[src/hdl/axiPkg.sv]
/* AXI-side types for the bridge. Only 32-bit data and 4-byte beats are supported;
   burst encoding 2 (WRAP) is not decoded and is handled as INCR. */
package axiPkg;

  // ====================
  // widths
  // ====================
  typedef logic [31:0] addr_t;
  typedef logic [31:0] data_t;
  typedef logic [3:0]  strb_t;
  typedef logic [7:0]  id_t;
  typedef logic [7:0]  len_t;
  typedef logic [2:0]  prot_t;

  // address step per beat
  localparam int unsigned BeatBytes = 4;

  typedef enum logic [1:0] {
    FIXED = 2'd0,
    INCR  = 2'd1
  } burst_e;

  // codes grow with severity
  typedef enum logic [1:0] {
    OKAY   = 2'd0,
    SLVERR = 2'd2,
    DECERR = 2'd3
  } resp_e;

  // ====================
  // channel payloads
  // ====================
  // shared by AR and AW
  typedef struct packed {
    addr_t  addr;
    id_t    id;
    len_t   len;
    burst_e burst;
    prot_t  prot;
  } addrReq_t;

  typedef struct packed {
    data_t data;
    strb_t strb;
  } wBeat_t;

  typedef struct packed {
    data_t data;
    resp_e resp;
    id_t   id;
    logic  last;
  } rBeat_t;

  typedef struct packed {
    resp_e resp;
    id_t   id;
  } bRsp_t;

endpackage

[src/hdl/apbPkg.sv]
/* APB-side types. Address and data widths follow the AXI side of the bridge. */
package apbPkg;

  // transfer phases of the APB master
  typedef enum logic [1:0] {
    IDLE   = 2'd0,
    SETUP  = 2'd1,
    ACCESS = 2'd2
  } apbState_e;

  // ====================
  // shared request lines
  // ====================
  // psel and penable travel separately
  typedef struct packed {
    axiPkg::addr_t paddr;
    axiPkg::data_t pwdata;
    axiPkg::strb_t pstrb;
    axiPkg::prot_t pprot;
    logic          pwrite;
  } apbReq_t;

endpackage

[src/hdl/syncFifo.sv]
/* First-word-fall-through queue on one clock. A write shows at the output one cycle later;
   inReady drops only when full. Depth of at least 1. */
module syncFifo #(
  parameter int unsigned Width = 8,
  parameter int unsigned Depth = 4
) (
  input  logic             pclk,
  input  logic             preset_n,
  input  logic [Width-1:0] inData,
  input  logic             inValid,
  output logic             inReady,
  output logic [Width-1:0] outData,
  output logic             outValid,
  input  logic             outReady
);
  localparam int unsigned PtrBits = (Depth > 1) ? $clog2(Depth) : 1;
  localparam int unsigned CntBits = $clog2(Depth + 1);

  logic [Width-1:0]   mem [Depth];
  logic [PtrBits-1:0] wrPtr;
  logic [PtrBits-1:0] rdPtr;
  logic [CntBits-1:0] count;
  logic               push;
  logic               pop;

  assign inReady  = (count != CntBits'(Depth));
  assign outValid = (count != '0);
  assign outData  = mem[rdPtr];
  assign push     = inValid & inReady;
  assign pop      = outValid & outReady;

  always_ff @(posedge pclk) begin
    if (push) begin
      mem[wrPtr] <= inData;
    end
  end

  always_ff @(posedge pclk or negedge preset_n) begin
    if (!preset_n) begin
      wrPtr <= '0;
      rdPtr <= '0;
      count <= '0;
    end else begin
      if (push) begin
        wrPtr <= (wrPtr == PtrBits'(Depth - 1)) ? '0 : wrPtr + 1'b1;
      end
      if (pop) begin
        rdPtr <= (rdPtr == PtrBits'(Depth - 1)) ? '0 : rdPtr + 1'b1;
      end
      // simultaneous push and pop leaves the count alone
      case ({push, pop})
        2'b10:   count <= count + 1'b1;
        2'b01:   count <= count - 1'b1;
        default: count <= count;
      endcase
    end
  end

endmodule

[src/hdl/readPath.sv]
/* Read command and read beat queues. A command stays at the head until the sequencer
   finishes its last beat. */
module readPath #(
  parameter int unsigned FifoDepth = 4
) (
  input  logic             pclk,
  input  logic             preset_n,
  // AXI read channels
  input  axiPkg::addrReq_t arReq,
  input  logic             arValid,
  output logic             arReady,
  output axiPkg::rBeat_t   rBeat,
  output logic             rValid,
  input  logic             rReady,
  // toward the sequencer
  output axiPkg::addrReq_t rdCmd,
  output logic             rdCmdValid,
  input  logic             rdCmdReady,
  input  axiPkg::rBeat_t   rdBeat,
  input  logic             rdBeatValid,
  output logic             rdBeatReady
);

  // AR commands
  syncFifo #(
    .Width($bits(axiPkg::addrReq_t)),
    .Depth(FifoDepth)
  ) arFifo_i (
    .pclk    (pclk),
    .preset_n(preset_n),
    .inData  (arReq),
    .inValid (arValid),
    .inReady (arReady),
    .outData (rdCmd),
    .outValid(rdCmdValid),
    .outReady(rdCmdReady)
  );

  // R beats, ready doubles as space for one more beat
  syncFifo #(
    .Width($bits(axiPkg::rBeat_t)),
    .Depth(FifoDepth)
  ) rFifo_i (
    .pclk    (pclk),
    .preset_n(preset_n),
    .inData  (rdBeat),
    .inValid (rdBeatValid),
    .inReady (rdBeatReady),
    .outData (rBeat),
    .outValid(rValid),
    .outReady(rReady)
  );

endmodule

[src/hdl/writePath.sv]
/* Write command, write data and write response queues, each independent.
   wlast is not carried; burst length comes from the command. */
module writePath #(
  parameter int unsigned FifoDepth = 4
) (
  input  logic             pclk,
  input  logic             preset_n,
  // AXI write channels
  input  axiPkg::addrReq_t awReq,
  input  logic             awValid,
  output logic             awReady,
  input  axiPkg::wBeat_t   wBeat,
  input  logic             wValid,
  output logic             wReady,
  output axiPkg::bRsp_t    bRsp,
  output logic             bValid,
  input  logic             bReady,
  // toward the sequencer
  output axiPkg::addrReq_t wrCmd,
  output logic             wrCmdValid,
  input  logic             wrCmdReady,
  output axiPkg::wBeat_t   wrData,
  output logic             wrDataValid,
  input  logic             wrDataReady,
  input  axiPkg::bRsp_t    wrRsp,
  input  logic             wrRspValid,
  output logic             wrRspReady
);

  syncFifo #(
    .Width($bits(axiPkg::addrReq_t)),
    .Depth(FifoDepth)
  ) awFifo_i (
    .pclk    (pclk),
    .preset_n(preset_n),
    .inData  (awReq),
    .inValid (awValid),
    .inReady (awReady),
    .outData (wrCmd),
    .outValid(wrCmdValid),
    .outReady(wrCmdReady)
  );

  // data may arrive ahead of its command
  syncFifo #(
    .Width($bits(axiPkg::wBeat_t)),
    .Depth(FifoDepth)
  ) wFifo_i (
    .pclk    (pclk),
    .preset_n(preset_n),
    .inData  (wBeat),
    .inValid (wValid),
    .inReady (wReady),
    .outData (wrData),
    .outValid(wrDataValid),
    .outReady(wrDataReady)
  );

  syncFifo #(
    .Width($bits(axiPkg::bRsp_t)),
    .Depth(FifoDepth)
  ) bFifo_i (
    .pclk    (pclk),
    .preset_n(preset_n),
    .inData  (wrRsp),
    .inValid (wrRspValid),
    .inReady (wrRspReady),
    .outData (bRsp),
    .outValid(bValid),
    .outReady(bReady)
  );

endmodule

[src/hdl/apbSequencer.sv]
/* One APB transfer at a time; the burst command stays at its queue head until the last beat.
   Slave k owns window k of 2^WinBits bytes; a burst should not cross a window. */
module apbSequencer #(
  parameter int unsigned NumSlaves = 4,
  parameter int unsigned WinBits   = 12
) (
  input  logic                           pclk,
  input  logic                           preset_n,
  // read side
  input  axiPkg::addrReq_t               rdCmd,
  input  logic                           rdCmdValid,
  output logic                           rdCmdReady,
  output axiPkg::rBeat_t                 rdBeat,
  output logic                           rdBeatValid,
  input  logic                           rdBeatReady,
  // write side
  input  axiPkg::addrReq_t               wrCmd,
  input  logic                           wrCmdValid,
  output logic                           wrCmdReady,
  input  axiPkg::wBeat_t                 wrData,
  input  logic                           wrDataValid,
  output logic                           wrDataReady,
  output axiPkg::bRsp_t                  wrRsp,
  output logic                           wrRspValid,
  input  logic                           wrRspReady,
  // APB master
  output apbPkg::apbReq_t                apbReq,
  output logic [NumSlaves-1:0]           psel,
  output logic                           penable,
  input  logic [NumSlaves-1:0]           pready,
  input  axiPkg::data_t [NumSlaves-1:0]  prdata,
  input  logic [NumSlaves-1:0]           pslverr
);
  localparam int unsigned AddrBits = $bits(axiPkg::addr_t);
  localparam int unsigned IdxBits  = AddrBits - WinBits;

  apbPkg::apbState_e    state;
  logic                 active;
  logic                 isWrite;
  logic                 lastWrite;
  logic                 pickWrite;
  axiPkg::addr_t        curAddr;
  axiPkg::len_t         beatCnt;
  axiPkg::resp_e        wrErr;
  axiPkg::addrReq_t     cmd;
  axiPkg::addrReq_t     newCmd;
  logic [IdxBits-1:0]   winIdx;
  logic [NumSlaves-1:0] slvHit;
  logic                 decErr;
  logic                 readySel;
  logic                 errSel;
  axiPkg::data_t        rdataSel;
  axiPkg::resp_e        beatResp;
  axiPkg::resp_e        burstResp;
  logic                 beatGo;
  logic                 beatDone;
  logic                 lastBeat;

  // ====================
  // read/write alternation
  // ====================
  // with both pending, serve the direction that did not go last
  assign pickWrite = wrCmdValid & (~rdCmdValid | ~lastWrite);
  assign newCmd    = pickWrite ? wrCmd : rdCmd;
  assign cmd       = isWrite ? wrCmd : rdCmd;

  // ====================
  // decode and slave return
  // ====================
  assign winIdx = curAddr[AddrBits-1:WinBits];

  always_comb begin
    for (int k = 0; k < NumSlaves; k++) begin
      slvHit[k] = (winIdx == IdxBits'(k));
    end
  end

  // no window hit means decode error, and no psel
  assign decErr   = ~|slvHit;
  assign readySel = |(pready & slvHit);
  assign errSel   = |(pslverr & slvHit);

  // stays zero on a decode error
  always_comb begin
    rdataSel = '0;
    for (int k = 0; k < NumSlaves; k++) begin
      if (slvHit[k]) begin
        rdataSel = prdata[k];
      end
    end
  end

  always_comb begin
    if (decErr) begin
      beatResp = axiPkg::DECERR;
    end else if (errSel) begin
      beatResp = axiPkg::SLVERR;
    end else begin
      beatResp = axiPkg::OKAY;
    end
  end

  // worst code seen over the write burst
  assign burstResp = (beatResp > wrErr) ? beatResp : wrErr;

  // ====================
  // beat control
  // ====================
  assign lastBeat = (beatCnt == cmd.len);
  // first write beat also reserves a slot for its B response
  assign beatGo   = isWrite ? (wrDataValid & (wrRspReady | (beatCnt != '0))) : rdBeatReady;
  assign beatDone = (state == apbPkg::ACCESS) & (decErr | readySel);

  always_ff @(posedge pclk or negedge preset_n) begin
    if (!preset_n) begin
      state     <= apbPkg::IDLE;
      active    <= 1'b0;
      isWrite   <= 1'b0;
      lastWrite <= 1'b1;
      curAddr   <= '0;
      beatCnt   <= '0;
      wrErr     <= axiPkg::OKAY;
    end else begin
      case (state)
        apbPkg::IDLE: begin
          if (!active) begin
            if (rdCmdValid | wrCmdValid) begin
              active    <= 1'b1;
              isWrite   <= pickWrite;
              lastWrite <= pickWrite;
              curAddr   <= newCmd.addr;
              beatCnt   <= '0;
              wrErr     <= axiPkg::OKAY;
            end
          end else if (beatGo) begin
            state <= apbPkg::SETUP;
          end
        end
        apbPkg::SETUP: begin
          state <= apbPkg::ACCESS;
        end
        apbPkg::ACCESS: begin
          if (beatDone) begin
            state <= apbPkg::IDLE;
            wrErr <= burstResp;
            if (lastBeat) begin
              active <= 1'b0;
            end else begin
              beatCnt <= beatCnt + 1'b1;
              // FIXED holds the address, anything else steps
              if (cmd.burst != axiPkg::FIXED) begin
                curAddr <= curAddr + axiPkg::addr_t'(axiPkg::BeatBytes);
              end
            end
          end
        end
        default: begin
          state <= apbPkg::IDLE;
        end
      endcase
    end
  end

  // ====================
  // outputs
  // ====================
  assign psel    = (state == apbPkg::IDLE) ? '0 : slvHit;
  assign penable = (state == apbPkg::ACCESS);

  always_comb begin
    apbReq.paddr  = curAddr;
    apbReq.pwdata = isWrite ? wrData.data : '0;
    apbReq.pstrb  = isWrite ? wrData.strb : '0;
    apbReq.pprot  = cmd.prot;
    apbReq.pwrite = isWrite;
  end

  assign rdBeatValid = beatDone & ~isWrite;
  assign rdCmdReady  = beatDone & ~isWrite & lastBeat;
  assign wrDataReady = beatDone & isWrite;
  assign wrCmdReady  = beatDone & isWrite & lastBeat;
  assign wrRspValid  = beatDone & isWrite & lastBeat;

  always_comb begin
    rdBeat.data = rdataSel;
    rdBeat.resp = beatResp;
    rdBeat.id   = rdCmd.id;
    rdBeat.last = lastBeat;
    wrRsp.resp  = burstResp;
    wrRsp.id    = wrCmd.id;
  end

endmodule

[src/hdl/axiApbBridge.sv]
/* AXI to APB bridge on a single clock. Handles FIXED and INCR bursts of 4-byte beats;
   addresses at or above NumSlaves windows answer DECERR. */
module axiApbBridge #(
  parameter int unsigned NumSlaves = 4,
  parameter int unsigned WinBits   = 12,
  parameter int unsigned FifoDepth = 4
) (
  input  logic                           pclk,
  input  logic                           preset_n,
  // AXI
  input  axiPkg::addrReq_t               arReq,
  input  logic                           arValid,
  output logic                           arReady,
  input  axiPkg::addrReq_t               awReq,
  input  logic                           awValid,
  output logic                           awReady,
  input  axiPkg::wBeat_t                 wBeat,
  input  logic                           wValid,
  output logic                           wReady,
  output axiPkg::rBeat_t                 rBeat,
  output logic                           rValid,
  input  logic                           rReady,
  output axiPkg::bRsp_t                  bRsp,
  output logic                           bValid,
  input  logic                           bReady,
  // APB
  output apbPkg::apbReq_t                apbReq,
  output logic [NumSlaves-1:0]           psel,
  output logic                           penable,
  input  logic [NumSlaves-1:0]           pready,
  input  axiPkg::data_t [NumSlaves-1:0]  prdata,
  input  logic [NumSlaves-1:0]           pslverr
);
  axiPkg::addrReq_t rdCmd;
  logic             rdCmdValid;
  logic             rdCmdReady;
  axiPkg::rBeat_t   rdBeat;
  logic             rdBeatValid;
  logic             rdBeatReady;
  axiPkg::addrReq_t wrCmd;
  logic             wrCmdValid;
  logic             wrCmdReady;
  axiPkg::wBeat_t   wrData;
  logic             wrDataValid;
  logic             wrDataReady;
  axiPkg::bRsp_t    wrRsp;
  logic             wrRspValid;
  logic             wrRspReady;

  readPath #(.FifoDepth(FifoDepth)) readPath_i (
    .pclk, .preset_n,
    .arReq, .arValid, .arReady,
    .rBeat, .rValid, .rReady,
    .rdCmd, .rdCmdValid, .rdCmdReady,
    .rdBeat, .rdBeatValid, .rdBeatReady
  );

  writePath #(.FifoDepth(FifoDepth)) writePath_i (
    .pclk, .preset_n,
    .awReq, .awValid, .awReady,
    .wBeat, .wValid, .wReady,
    .bRsp, .bValid, .bReady,
    .wrCmd, .wrCmdValid, .wrCmdReady,
    .wrData, .wrDataValid, .wrDataReady,
    .wrRsp, .wrRspValid, .wrRspReady
  );

  // shared APB master for both directions
  apbSequencer #(
    .NumSlaves(NumSlaves),
    .WinBits  (WinBits)
  ) apbSequencer_i (
    .pclk, .preset_n,
    .rdCmd, .rdCmdValid, .rdCmdReady,
    .rdBeat, .rdBeatValid, .rdBeatReady,
    .wrCmd, .wrCmdValid, .wrCmdReady,
    .wrData, .wrDataValid, .wrDataReady,
    .wrRsp, .wrRspValid, .wrRspReady,
    .apbReq, .psel, .penable,
    .pready, .prdata, .pslverr
  );

endmodule

[config.mk]
export PLATFORM = sky130hd
export DESIGN_NAME = axiApbBridge
export DESIGN_NICKNAME = d
export VERILOG_FILES = /design/src/hdl/axiPkg.sv /design/src/hdl/apbPkg.sv /design/src/hdl/syncFifo.sv /design/src/hdl/readPath.sv /design/src/hdl/writePath.sv /design/src/hdl/apbSequencer.sv /design/src/hdl/axiApbBridge.sv
export SDC_FILE = /design/constraint.sdc
export NUM_CORES = 1
export LEC_CHECK = 0
export BUFFER_PORTS_ARGS = -buffer_cell sky130_fd_sc_hd__buf_2
export CORE_MARGIN = 1
export CORE_UTILIZATION = 40
export DETAILED_ROUTE_END_ITERATION = 7
export GPL_TIMING_DRIVEN = 0
export REMOVE_ABC_BUFFERS = 1
export SYNTH_ARGS = -nofsm -noshare
export SYNTH_HDL_FRONTEND = slang
export SYNTH_SLANG_ARGS = --single-unit
[constraint.sdc]
create_clock -name pclk -period 7.55 [get_ports pclk]
set_clock_uncertainty 0.05 [all_clocks]
set_input_delay 1.1325 -clock pclk [delete_from_list [all_inputs] [get_ports pclk]]
set_output_delay 1.1325 -clock pclk [all_outputs]
set_load 0.02 [all_outputs]
==> results.ini, run 1 <==
[detailed_routing]
wl_um=84800
wl_per_cell_um=24.1
via_per_inst=5.38
drt-pass1-iter-count=5
vias=18960
drt_iter0_drc=1249
drc=0
antenna_left=0

[global_route]
antenna_found_initial=29
grt_pass1_vias=20432
grt_pass1_wl_um=127000
grt_usage=0.191
grt_overflow_total=0
grt_max_degree=66

[yosys]
synth_top_family_by_area=multiplexers
yosysSeqAreaShare=0.726
synth_fa_ha_area_frac=0.0157
avgSynthCellArea_um2=19.2
async_flop_share=0.0951
yosysUniqueCellTypes=66
synth-simple-area-share=0.0568
synth_ff_type=edfxtp_1
ys_seq_elements=862
synth_edf_count=780
synth_xor_area_frac=0.00549
synth_compound_area_frac=0.0252
synthMuxAreaShare=0.155
ys_warn_count=0
synth_area_mm2=0.0351
synthCells=1831

[placed_design]
post-place-ws_ps=1990
dp_hpwl_um=55800
dp_cells=3347
routabilityCongestion=0.857
port-buffer-count=419

[power]
clkPwrFrac=0.303
p_sw_mw=4.28
p_int_mw=10.1
seq_power_share=0.459
p_sw_frac=0.297
p_comb_frac=0.238
powerDensity_mw_per_mm2=343
peakVddDrop_v=0.000199
leakagePower_nw=14.8

[worst_hold_path]
hp-class=input pin to async pin

[sta]
layout_setup_ws_ps=2110
final_hold_viol_count=0
finalCritPeriodShare=0.720
slew_headroom=0.0173
setup_viol=0
period_minus_slack_ps=5440
rsz0062_at_grt=false
tightest_slew_ps=1460
max_freq_mhz=184
maxSlewViolCount=0

[layout]
post-route-util=0.484
finalNonFillerCells=3522
area_growth_pct=19.8
multi_input_area_mm2=0.00912
regArea_mm2=0.0255
n_fill_cell=7260
layout-drive-gt1-share=0.368
nets=2612

[floorplanning]
rows=108
ios=420
die_height_um=298
die-area_mm2=0.0889
die_x_um=298
core_mm2=0.0868
start_util=0.404

[clock_tree]
cts_sinks=862
cts_setup_buffers=0
cts.path.max_buffers=3
cts_buffers=92
cts_tree=built
path_clk_slew_ps=60
holdBufCountCts=0
cts_root_buffer=clkbuf_16
h-tree-depth=3
cts.repair.resized=0
insertion_delay_ps=640

[critical_path]
crit_type=flop to flop
critPathLaunchType=flop
cp_max_fo=38
cp.required_ps=7960
critPathCaptureType=flop
arrival_ps=5850

[run]
drv_cap=1

[run_status]
outcome=complete, but fails checks
violations=max-capacitance violations

==> power by group through the flow <==
stage / sequential, mW / combinational, mW / clock (mW)
after floorplan: 6.75 / 2.01 / 0
after global placement: 6.92 / 3.11 / 0
after detailed placement: 6.72 / 3.49 / 0
final: 6.61 / 3.43 / 4.37
after global routing: 6.71 / 3.72 / 4.67
after CTS: 6.63 / 3.50 / 4.48
==> per-layer routing <==
layer  global-route usage  wire, um  up-vias
met5                    0       218        -
met4               0.0509      1740       28
met3               0.0613      6740      159
met2                0.330     43400      620
met1                0.230     32700     9794
li1                     -         -     8359
==> cells in the final DEF (no fill, tap or decap), types with 6 or more instances in the layout <==
cell | Yosys | final
mux4_2 | 221 | 221
mux2i_1 | 22 | 22
a21o_1 | 9 | 8
o21ai_0 | 15 | 15
edfxtp_1 | 780 | 780
a211oi_1 | 11 | 11
and2_1 | 44 | 44
nor2_1 | 52 | 51
nor3_1 | 27 | 26
clkbuf_1 | 61 | 18
inv_1 | 43 | 43
buf_16 | 0 | 10
diode_2 | 0 | 6
clkinv_1 | 1 | 22
nand3_1 | 21 | 21
a31oi_1 | 10 | 9
bufinv_16 | 0 | 7
dfrtp_1 | 81 | 70
nand2_1 | 111 | 111
a311oi_1 | 10 | 10
ha_1 | 36 | 36
nor4_1 | 7 | 6
xnor2_1 | 9 | 9
clkinv_2 | 0 | 17
and3_1 | 77 | 60
nand4_1 | 8 | 8
clkbuf_16 | 0 | 94
a21oi_1 | 24 | 23
buf_12 | 0 | 19
xor2_1 | 13 | 13
dfrtp_2 | 0 | 6
and3_2 | 0 | 9
buf_2 | 10 | 418
mux2_2 | 17 | 17
o22ai_1 | 6 | 6
and3_4 | 0 | 8
==> layout make-up <==
| cell class | count | share of cell area |
|---|---|---|
| timing repair buffer | 455 | 0.0671 |
| antenna | 6 | 0.000357 |
| sequential | 862 | 0.607 |
| clock buffer | 116 | 0.0589 |
| clock inverter | 53 | 0.0111 |
| tap | 1155 | 0.0344 |
| inverter | 44 | 0.00393 |
| multi-input combinational | 831 | 0.217 |
==> synth_stat cells (4+ instances only) <==
master    count  share of area
a211oi_1     11         0.0024
a21o_1        9         0.0019
a21oi_1      24         0.0034
a311o_1       4         0.0011
a311oi_1     10         0.0025
a31oi_1      10         0.0018
and2_1       44         0.0078
and3_1       77          0.014
and4_1        4         0.0010
buf_1        19         0.0020
buf_2        10         0.0014
clkbuf_1     61         0.0065
dfrtp_1      81          0.058
edfxtp_1    780           0.67
fa_1          5         0.0029
ha_1         36          0.013
inv_1        43         0.0046
mux2_2       17         0.0055
mux2i_1      22         0.0063
mux4_2      221           0.14
nand2_1     111          0.012
nand2b_1      5        0.00089
nand3_1      21         0.0030
nand4_1       8         0.0014
nor2_1       52         0.0056
nor2b_1       4        0.00071
nor3_1       27         0.0039
nor4_1        7         0.0012
nor4b_1       5         0.0012
o21a_1        5         0.0011
o21ai_0      15         0.0021
o22ai_1       6         0.0011
xnor2_1       9         0.0022
xor2_1       13         0.0032
==> worst max-delay path: stages (launching register included) <==
cell	delay [ps]
dfrtp_4	830
buf_16	320
mux4_2	540
mux2i_1	330
xnor2_1	100
nand4_1	120
or4_4	470
clkinv_1	800
nor4_1	1430
a311oi_1	230
==> logic make-up (layout without fill, tap and decap cells) <==
family          after synthesis  after routing
mux                         262            262
other cells                   0              6
compound gates              125            125
xor+xnor                     22             22
fa+ha+maj                    41             41
simple gates                381            381
flops                       862            862
buf+inv                     138            668
==> path summary, 6_finish.rpt <==
| kind | start | end | slack, ps | cells past startpoint |
|---|---|---|---|---|
| worst min-delay path | preset_n | apbSequencer_i.curAddr[29] | 330 | 1 |
| worst min register to register | apbSequencer_i.wrErr[1] | apbSequencer_i.wrErr[1] | 420 | 2 |
| min in group pclk | apbSequencer_i.wrErr[1] | apbSequencer_i.wrErr[1] | 420 | 2 |
| worst max register to register | readPath_i.arFifo_i.rdPtr[0] | apbSequencer_i.curAddr[23] | 2110 | 9 |
| max in group asynchronous | preset_n | readPath_i.rFifo_i.rdPtr[0] | 6400 | 2 |
| worst max-delay path | readPath_i.arFifo_i.rdPtr[0] | apbSequencer_i.curAddr[23] | 2110 | 9 |
==> sequential cells by signal, summed over array words and instances (netlist names), 3 cells and up <==
register / cells
readPath_i.arFifo_i.mem: 212
writePath_i.bFifo_i.mem: 40
apbSequencer_i.curAddr: 32
writePath_i.wFifo_i.mem: 144
writePath_i.wFifo_i.count: 3
readPath_i.rFifo_i.count: 3
writePath_i.awFifo_i.count: 3
readPath_i.rFifo_i.mem: 172
readPath_i.arFifo_i.count: 3
apbSequencer_i.beatCnt: 8
writePath_i.bFifo_i.count: 3
writePath_i.awFifo_i.mem: 212
==> metrics by stage <==
stage / TNS, ps / instance area, um2 / hold slack (ps) / power, mW
floorplan: 0 / 34700 / 398 / 8.77
global placement: -291730 / 38200 / 416 / 10.0
detailed placement: 0 / 39000 / 420 / 10.2
CTS: 0 / 42000 / 304 / 14.6
global route: 0 / 42000 / 321 / 15.1
finish: 0 / 42000 / 330 / 14.4
No activity file was read; power rests on OpenSTA's default activity.
==> inputs of run 2 (changes only) <==
--- a/config.mk
+++ b/config.mk
@@ -5,6 +5,7 @@
 export SDC_FILE = /design/constraint.sdc
 export NUM_CORES = 1
 export LEC_CHECK = 0
+export ABC_AREA = 1
 export BUFFER_PORTS_ARGS = -buffer_cell sky130_fd_sc_hd__buf_2
 export CORE_MARGIN = 1
 export CORE_UTILIZATION = 40
==> constraint.sdc (replaced) <==
create_clock -name pclk -period 4.6 [get_ports pclk]
set_clock_uncertainty 0.05 [all_clocks]
set_input_delay 0.69 -clock pclk [delete_from_list [all_inputs] [get_ports pclk]]
set_output_delay 0.69 -clock pclk [all_outputs]
set_load 0.02 [all_outputs]
==> run 2 against run 1 <==
  * Critical path type unchanged
  * The run now ends clean
  * Final cell count up 37%
  * Synthesized cell count up 73%
  * Hold slack worse by 150 ps
  * Wire length up 18%
  * Area after synthesis up 3.9%
  * Register-to-register slack worse by 1800 ps
  * Via count up 35%
  * Non-clock buffer count up 9
  * Clock power up 62%
==> results.ini, run 2 <==
[run_status]
outcome=completed

[global_route]
grt_max_degree=90  ; +36%
grt_overflow_total=0  ; unchanged
grt_pass1_wl_um=150000  ; +18%
grt_usage=0.214  ; +0.0223
grt_pass1_vias=24402  ; +19%
antenna_found_initial=31  ; +6.9%

[placed_design]
routabilityCongestion=0.859  ; +0.19%
dp_cells=4626  ; +38%
port-buffer-count=419  ; unchanged
post-place-ws_ps=-343  ; -2340 ps
dp_hpwl_um=63700  ; +14%

[clock_tree]
cts_tree=built
path_clk_slew_ps=60  ; about the same
cts_sinks=862  ; unchanged
h-tree-depth=3  ; unchanged
cts.path.max_buffers=3  ; unchanged
cts_buffers=91  ; -1.1%
insertion_delay_ps=660  ; +20 ps
cts_root_buffer=clkbuf_16

[layout]
finalNonFillerCells=4821  ; +37%
n_fill_cell=8141  ; +12%
final_cell_mix=edfxtp_1, nor2_1, o21ai_0, buf_2, nand2_1
nets=3882  ; +49%
final_common_cell=edfxtp_1
reg.largest.list=readPath_i.arFifo_i.mem x212, writePath_i.awFifo_i.mem x212, readPath_i.rFifo_i.mem x172
area_growth_pct=18.7
post-route-util=0.480  ; -0.00412
layout-drive-gt1-share=0.181  ; -0.187
regArea_mm2=0.0255  ; about the same
multi_input_area_mm2=0.00972  ; +6.6%

[sta]
tightest_slew_ps=1380  ; -76.1 ps
slew_headroom=0.0747  ; +0.0575
final_hold_viol_count=0  ; unchanged
maxSlewViolCount=0  ; unchanged
worst_hold_slack_ps=182  ; -148 ps
max_freq_mhz=232  ; +26%
period_minus_slack_ps=4310  ; -1120 ps
rsz0062_at_grt=false
finalCritPeriodShare=0.938  ; +0.218
layout_setup_ws_ps=285  ; -1830 ps
setup_viol=0  ; unchanged

[yosys]
ys_warn_count=0  ; unchanged
synth_area_mm2=0.0365  ; +3.9%
synthMostInstantiatedCell=edfxtp_1
synthMuxAreaShare=0.000549  ; -0.154
synth-simple-area-share=0.137  ; +0.0797
synth_ff_type=edfxtp_1
yosys-top-cells-count=edfxtp_1, nor2_1, o21ai_0, nand2_1, inv_1
yosysTopAreaCellShare=0.643  ; -0.0253
ys_seq_elements=862  ; unchanged
yosysSeqAreaShare=0.699  ; -0.0275
synth_edf_count=780  ; unchanged
synth_area_leaders=edfxtp_1, nor2_1, o21ai_0, dfrtp_1, nand2_1
yosysTopAreaCell=edfxtp_1
avgSynthCellArea_um2=11.5  ; -40%
synth_top_family_by_area=simple AND/OR/NAND/NOR gates
synth_fa_ha_area_frac=0.0151  ; -0.000595
synth_xor_area_frac=0.00577  ; +0.000272
synth_compound_area_frac=0.104  ; +0.0784
async_flop_share=0.0951  ; unchanged
yosysUniqueCellTypes=43  ; -35%
synthCells=3175  ; +73%

[detailed_routing]
wl_per_cell_um=20.8  ; -14%
drt-pass1-iter-count=6  ; +1
wl_um=100000  ; +18%
antenna_left=0  ; unchanged
via_per_inst=5.30  ; -1.6%
vias=25531  ; +35%
drc=0  ; unchanged
drt_iter0_drc=1855  ; +49%

[floorplanning]
core_mm2=0.0901  ; +3.9%
ios=420  ; unchanged
start_util=0.404  ; about the same
die-area_mm2=0.0923  ; +3.9%
die_height_um=304  ; +1.9%
rows=110  ; +1.9%
die_x_um=304  ; +1.9%

[worst_hold_path]
hp-class=input pin to flop

[power]
peakVddDrop_v=0.000319  ; +60%
power.total_mw=26.0  ; +80%
powerDensity_mw_per_mm2=601  ; +75%
leakagePower_nw=16.1  ; +8.7%

[critical_path]
critPathCaptureType=flop
cp.required_ps=5110  ; -2850 ps
cp_max_fo=55  ; +45%
arrival_ps=4820  ; -1030 ps
crit_type=flop to flop
critPathLaunchType=flop

[run]
drv_cap=0  ; -1

[run 2: logic make-up after synthesis]
| kind of cell | after synthesis |
|---|---|
| adder cells (fa/ha/maj) | 41 |
| buffers and inverters | 365 |
| XOR/XNOR | 24 |
| AO/OA/AOI/OAI | 689 |
| multiplexers | 2 |
| flip-flops | 862 |
| AND/OR/NAND/NOR | 1192 |
[run 2: report_power, final]
group / total, mW / internal, mW / switching, mW
combinational: 7.87 / 2.40 / 5.47
clock: 7.06 / 4.00 / 3.06
sequential: 11.1 / 10.1 / 0.951
total: 26.0 / 16.5 / 9.48
[run 2: timing repair]
item,CTS,global route
setup endpoints to repair,262,62
cloned,4,0
buffers inserted,6,1
hold buffers,1,0
pin swaps,5,1
gates resized for setup,5,11
hold endpoints to repair,7,0
[run 2: layout make-up]
| type | count | area share |
|---|---|---|
| clock buffer | 119 | 0.0557 |
| inverter | 185 | 0.0167 |
| sequential | 862 | 0.589 |
| tap | 1176 | 0.0340 |
| multi-input combinational | 1952 | 0.225 |
| timing repair buffer | 464 | 0.0687 |
| clock inverter | 50 | 0.0104 |
| antenna | 13 | 0.000752 |
[run 2: through the flow]
step	TNS, ps	instance area (um2)
floorplan	-16530	35700
global placement	-1997780	39300
detailed placement	-43170	40200
CTS	0	43200
global route	0	43300
finish	0	43300
[run 2: layer usage]
metal	global-route usage	vias to the layer above	wire (um)
li1	-	12104	-
met1	0.277	12360	42900
met2	0.349	838	47100
met3	0.0468	201	6790
met4	0.0852	28	3340
met5	0	-	195
[run 2: worst max-delay path, cell delays in order, from the launching register on]
cell	delay, ps
dfrtp_4	1010
inv_6	440
nand3_1	200
nand2_1	70
nand2_1	80
nand2_1	60
nand2_1	60
nand2_1	70
inv_1	60
nand2_1	50
nor2_1	220
nand2_1	280
nor2_4	290
nand2_1	130
inv_1	90
ha_1	140
inv_1	70
fa_1	380
a21oi_1	140
o21ai_0	120
xnor2_1	140
[run 2: path summary, 6_finish.rpt]
kind | startpoint | endpoint | slack, ps | cells past startpoint
worst max-delay path | readPath_i.arFifo_i.rdPtr[1] | writePath_i.awFifo_i.count[2] | 290 | 20
worst min-delay path | arReq[28] | readPath_i.arFifo_i.mem[3][28] | 180 | 1
worst max register to register | readPath_i.arFifo_i.rdPtr[1] | writePath_i.awFifo_i.count[2] | 290 | 20
worst min register to register | apbSequencer_i.lastWrite | apbSequencer_i.lastWrite | 410 | 2
max in group asynchronous | preset_n | apbSequencer_i.lastWrite | 3190 | 3
min in group asynchronous | preset_n | apbSequencer_i.curAddr[9] | 560 | 2
==> inputs of run 3 (changes only) <==
--- a/config.mk
+++ b/config.mk
@@ -5,7 +5,6 @@
 export SDC_FILE = /design/constraint.sdc
 export NUM_CORES = 1
 export LEC_CHECK = 0
-export ABC_AREA = 1
 export BUFFER_PORTS_ARGS = -buffer_cell sky130_fd_sc_hd__buf_2
 export CORE_MARGIN = 1
 export CORE_UTILIZATION = 40
==> run 3 against run 2 <==
  * Clock power increased by 2%
  * Critical path type unchanged
  * Global-route usage decreased by 2.2 points
  * Non-clock buffer count shrank 5
  * Critical endpoint is now readPath_i.arFifo_i.count[2]
  * Fmax decreased by 0.33%
  * Die area decreased by 3.8%
==> results.ini, run 3 (synthesis results as in run 1) <==
[clock_tree]
cts_root_buffer=clkbuf_16
cts_buffers=92  ; +1.1%
cts_sinks=862  ; unchanged
insertion_delay_ps=640  ; -20 ps
path_clk_slew_ps=60  ; about the same
h-tree-depth=3  ; unchanged
cts.path.max_buffers=3  ; unchanged
cts_tree=built

[global_route]
grt_max_degree=66  ; -27%
grt_pass1_wl_um=127000  ; -15%
antenna_found_initial=30  ; -3.2%
grt_pass1_vias=20438  ; -16%
grt_overflow_total=0  ; unchanged
grt_usage=0.192  ; -0.0217

[sta]
rsz0062_at_grt=false
final_hold_viol_count=0  ; unchanged
setup_viol=0  ; unchanged
slew_headroom=0.0980  ; +0.0232
period_minus_slack_ps=4330  ; +14.4 ps
tightest_slew_ps=1350  ; -31.4 ps
finalCritPeriodShare=0.941  ; +0.00313
tns_ps=0  ; unchanged
layout_setup_ws_ps=271  ; -14.4 ps
max_freq_mhz=231  ; -0.33%
worst_hold_slack_ps=208  ; +26.5 ps
maxSlewViolCount=0  ; unchanged

[layout]
post-route-util=0.485  ; +0.00496
final_common_cell=edfxtp_1
nets=2616  ; -33%
reg.largest.list=readPath_i.arFifo_i.mem x212, writePath_i.awFifo_i.mem x212, readPath_i.rFifo_i.mem x172
layout-drive-gt1-share=0.370  ; +0.189
final_cell_mix=edfxtp_1, buf_2, mux4_2, nand2_1, clkbuf_16
design_area_mm2=0.0421  ; -2.8%
area_growth_pct=20.0

[critical_path]
cp_slowest_stage_delay_ps=770  ; -240 ps
critPathLaunchType=flop
cp_common_cell=xor2_1
critPathCaptureType=flop
crit_family=simple AND/OR/NAND/NOR gates
cp_slowest_cell=or4_4
cp_max_fo=38  ; -31%
cp.required_ps=5090  ; -20 ps
path_cells=buf_16 -> mux4_2 -> mux2i_1 -> xnor2_1 -> nand4_1 -> or4_4 -> nor4b_4 -> ha_1 -> inv_1 -> fa_1 -> xor2_1 -> nor2_1 -> xor2_1
path_buf_inv=2  ; -2
crit_type=flop to flop
arrival_ps=4820  ; about the same

[floorplanning]
die_height_um=298  ; -1.9%
core_mm2=0.0868  ; -3.8%
ios=420  ; unchanged
die-area_mm2=0.0889  ; -3.8%
rows=108  ; -1.8%
start_util=0.404  ; about the same
die_x_um=298  ; -1.9%

[detailed_routing]
antenna_left=0  ; unchanged
drt_iter0_drc=1243  ; -33%
drt-pass1-iter-count=6  ; unchanged
wl_per_cell_um=24.1  ; +16%
drc=0  ; unchanged
vias=18964  ; -26%
wl_um=85000  ; -15%
via_per_inst=5.38  ; +1.5%

[run]
drv_cap=0  ; unchanged

[power]
p_int_mw=16.6  ; +0.80%
p_comb_frac=0.241  ; -0.062
powerDensity_mw_per_mm2=563  ; -6.3%
p_sw_frac=0.297  ; -0.0674
clkPwrFrac=0.303  ; +0.031
p_sw_mw=7.04  ; -26%
leakagePower_nw=14.9  ; -7.8%
peakVddDrop_v=0.000327  ; +2.4%
seq_power_share=0.456  ; +0.030

[worst_hold_path]
hp-class=input pin to flop

[placed_design]
port-buffer-count=419  ; unchanged
dp_hpwl_um=55800  ; -12%
routabilityCongestion=0.857  ; -0.19%
post-place-ws_ps=-957  ; -614 ps
place_area_mm2=0.0390  ; -2.9%

[run_status]
outcome=completed

## run 3: repair_timing
item,4_1_cts,5_1_grt
endpoints found under the setup margin,27,3
gates resized for setup,3,0
hold endpoints to repair,17,0
hold buffers,1,0
setup buffers,2,1
## run 3: metrics by stage
stage | std cells | total power, mW
4_1_cts | 3519 | 24.0
5_1_grt | 3523 | 24.8
2_1_floorplan | 1737 | 14.4
3_3_place_gp | 3311 | 16.5
3_5_place_dp | 3347 | 16.8
6_report | 3527 | 23.7
## run 3: power groups by stage
stage                     registers [mW]  logic, mW  clock network [mW]
final                               10.8       5.70                7.17
after global routing                11.0       6.19                7.66
after CTS                           10.8       5.82                7.36
after detailed placement            11.0       5.73                   0
after global placement              11.4       5.10                   0
after floorplan                     11.1       3.31                   0
## run 3: worst register-to-register path, cell delays in order, from the launching register on
cell     delay, ps
dfrtp_4        450
buf_16         260
mux4_2         560
mux2i_1        330
xnor2_1        160
nand4_1        120
or4_4          770
nor4b_4        450
ha_1           260
inv_1           60
fa_1           370
xor2_1         150
nor2_1         110
xor2_1         150
## run 3: final timing paths
check                                        startpoint                        endpoint  slack, ps  cells past startpoint
max                        readPath_i.arFifo_i.rdPtr[0]    readPath_i.arFifo_i.count[2]        270                     13
min                                           arReq[23]  readPath_i.arFifo_i.mem[2][23]        210                      1
max reg2reg                readPath_i.arFifo_i.rdPtr[0]    readPath_i.arFifo_i.count[2]        270                     13
min reg2reg                     apbSequencer_i.wrErr[1]         apbSequencer_i.wrErr[1]        420                      2
max in group asynchronous                      preset_n     readPath_i.rFifo_i.rdPtr[0]       3330                      3
min in group asynchronous                      preset_n      apbSequencer_i.curAddr[29]        450                      2
## run 3: layout make-up
| cell class | count | area [um2] |
|---|---|---|
| fill | 7255 | 44700 |
| sequential | 862 | 25500 |
| timing repair buffer | 459 | 2880 |
| clock inverter | 53 | 467 |
| clock buffer | 116 | 2470 |
| tap | 1155 | 1450 |
| multi-input combinational | 831 | 9130 |
| inverter | 44 | 166 |
| antenna | 7 | 17.5 |
## run 3: routing by layer
| layer | GRT usage | wire length [um] |
|---|---|---|
| met1 | 0.232 | 32800 |
| met2 | 0.331 | 43600 |
| met3 | 0.0610 | 6650 |
| met4 | 0.0504 | 1790 |
| met5 | 0 | 204 |
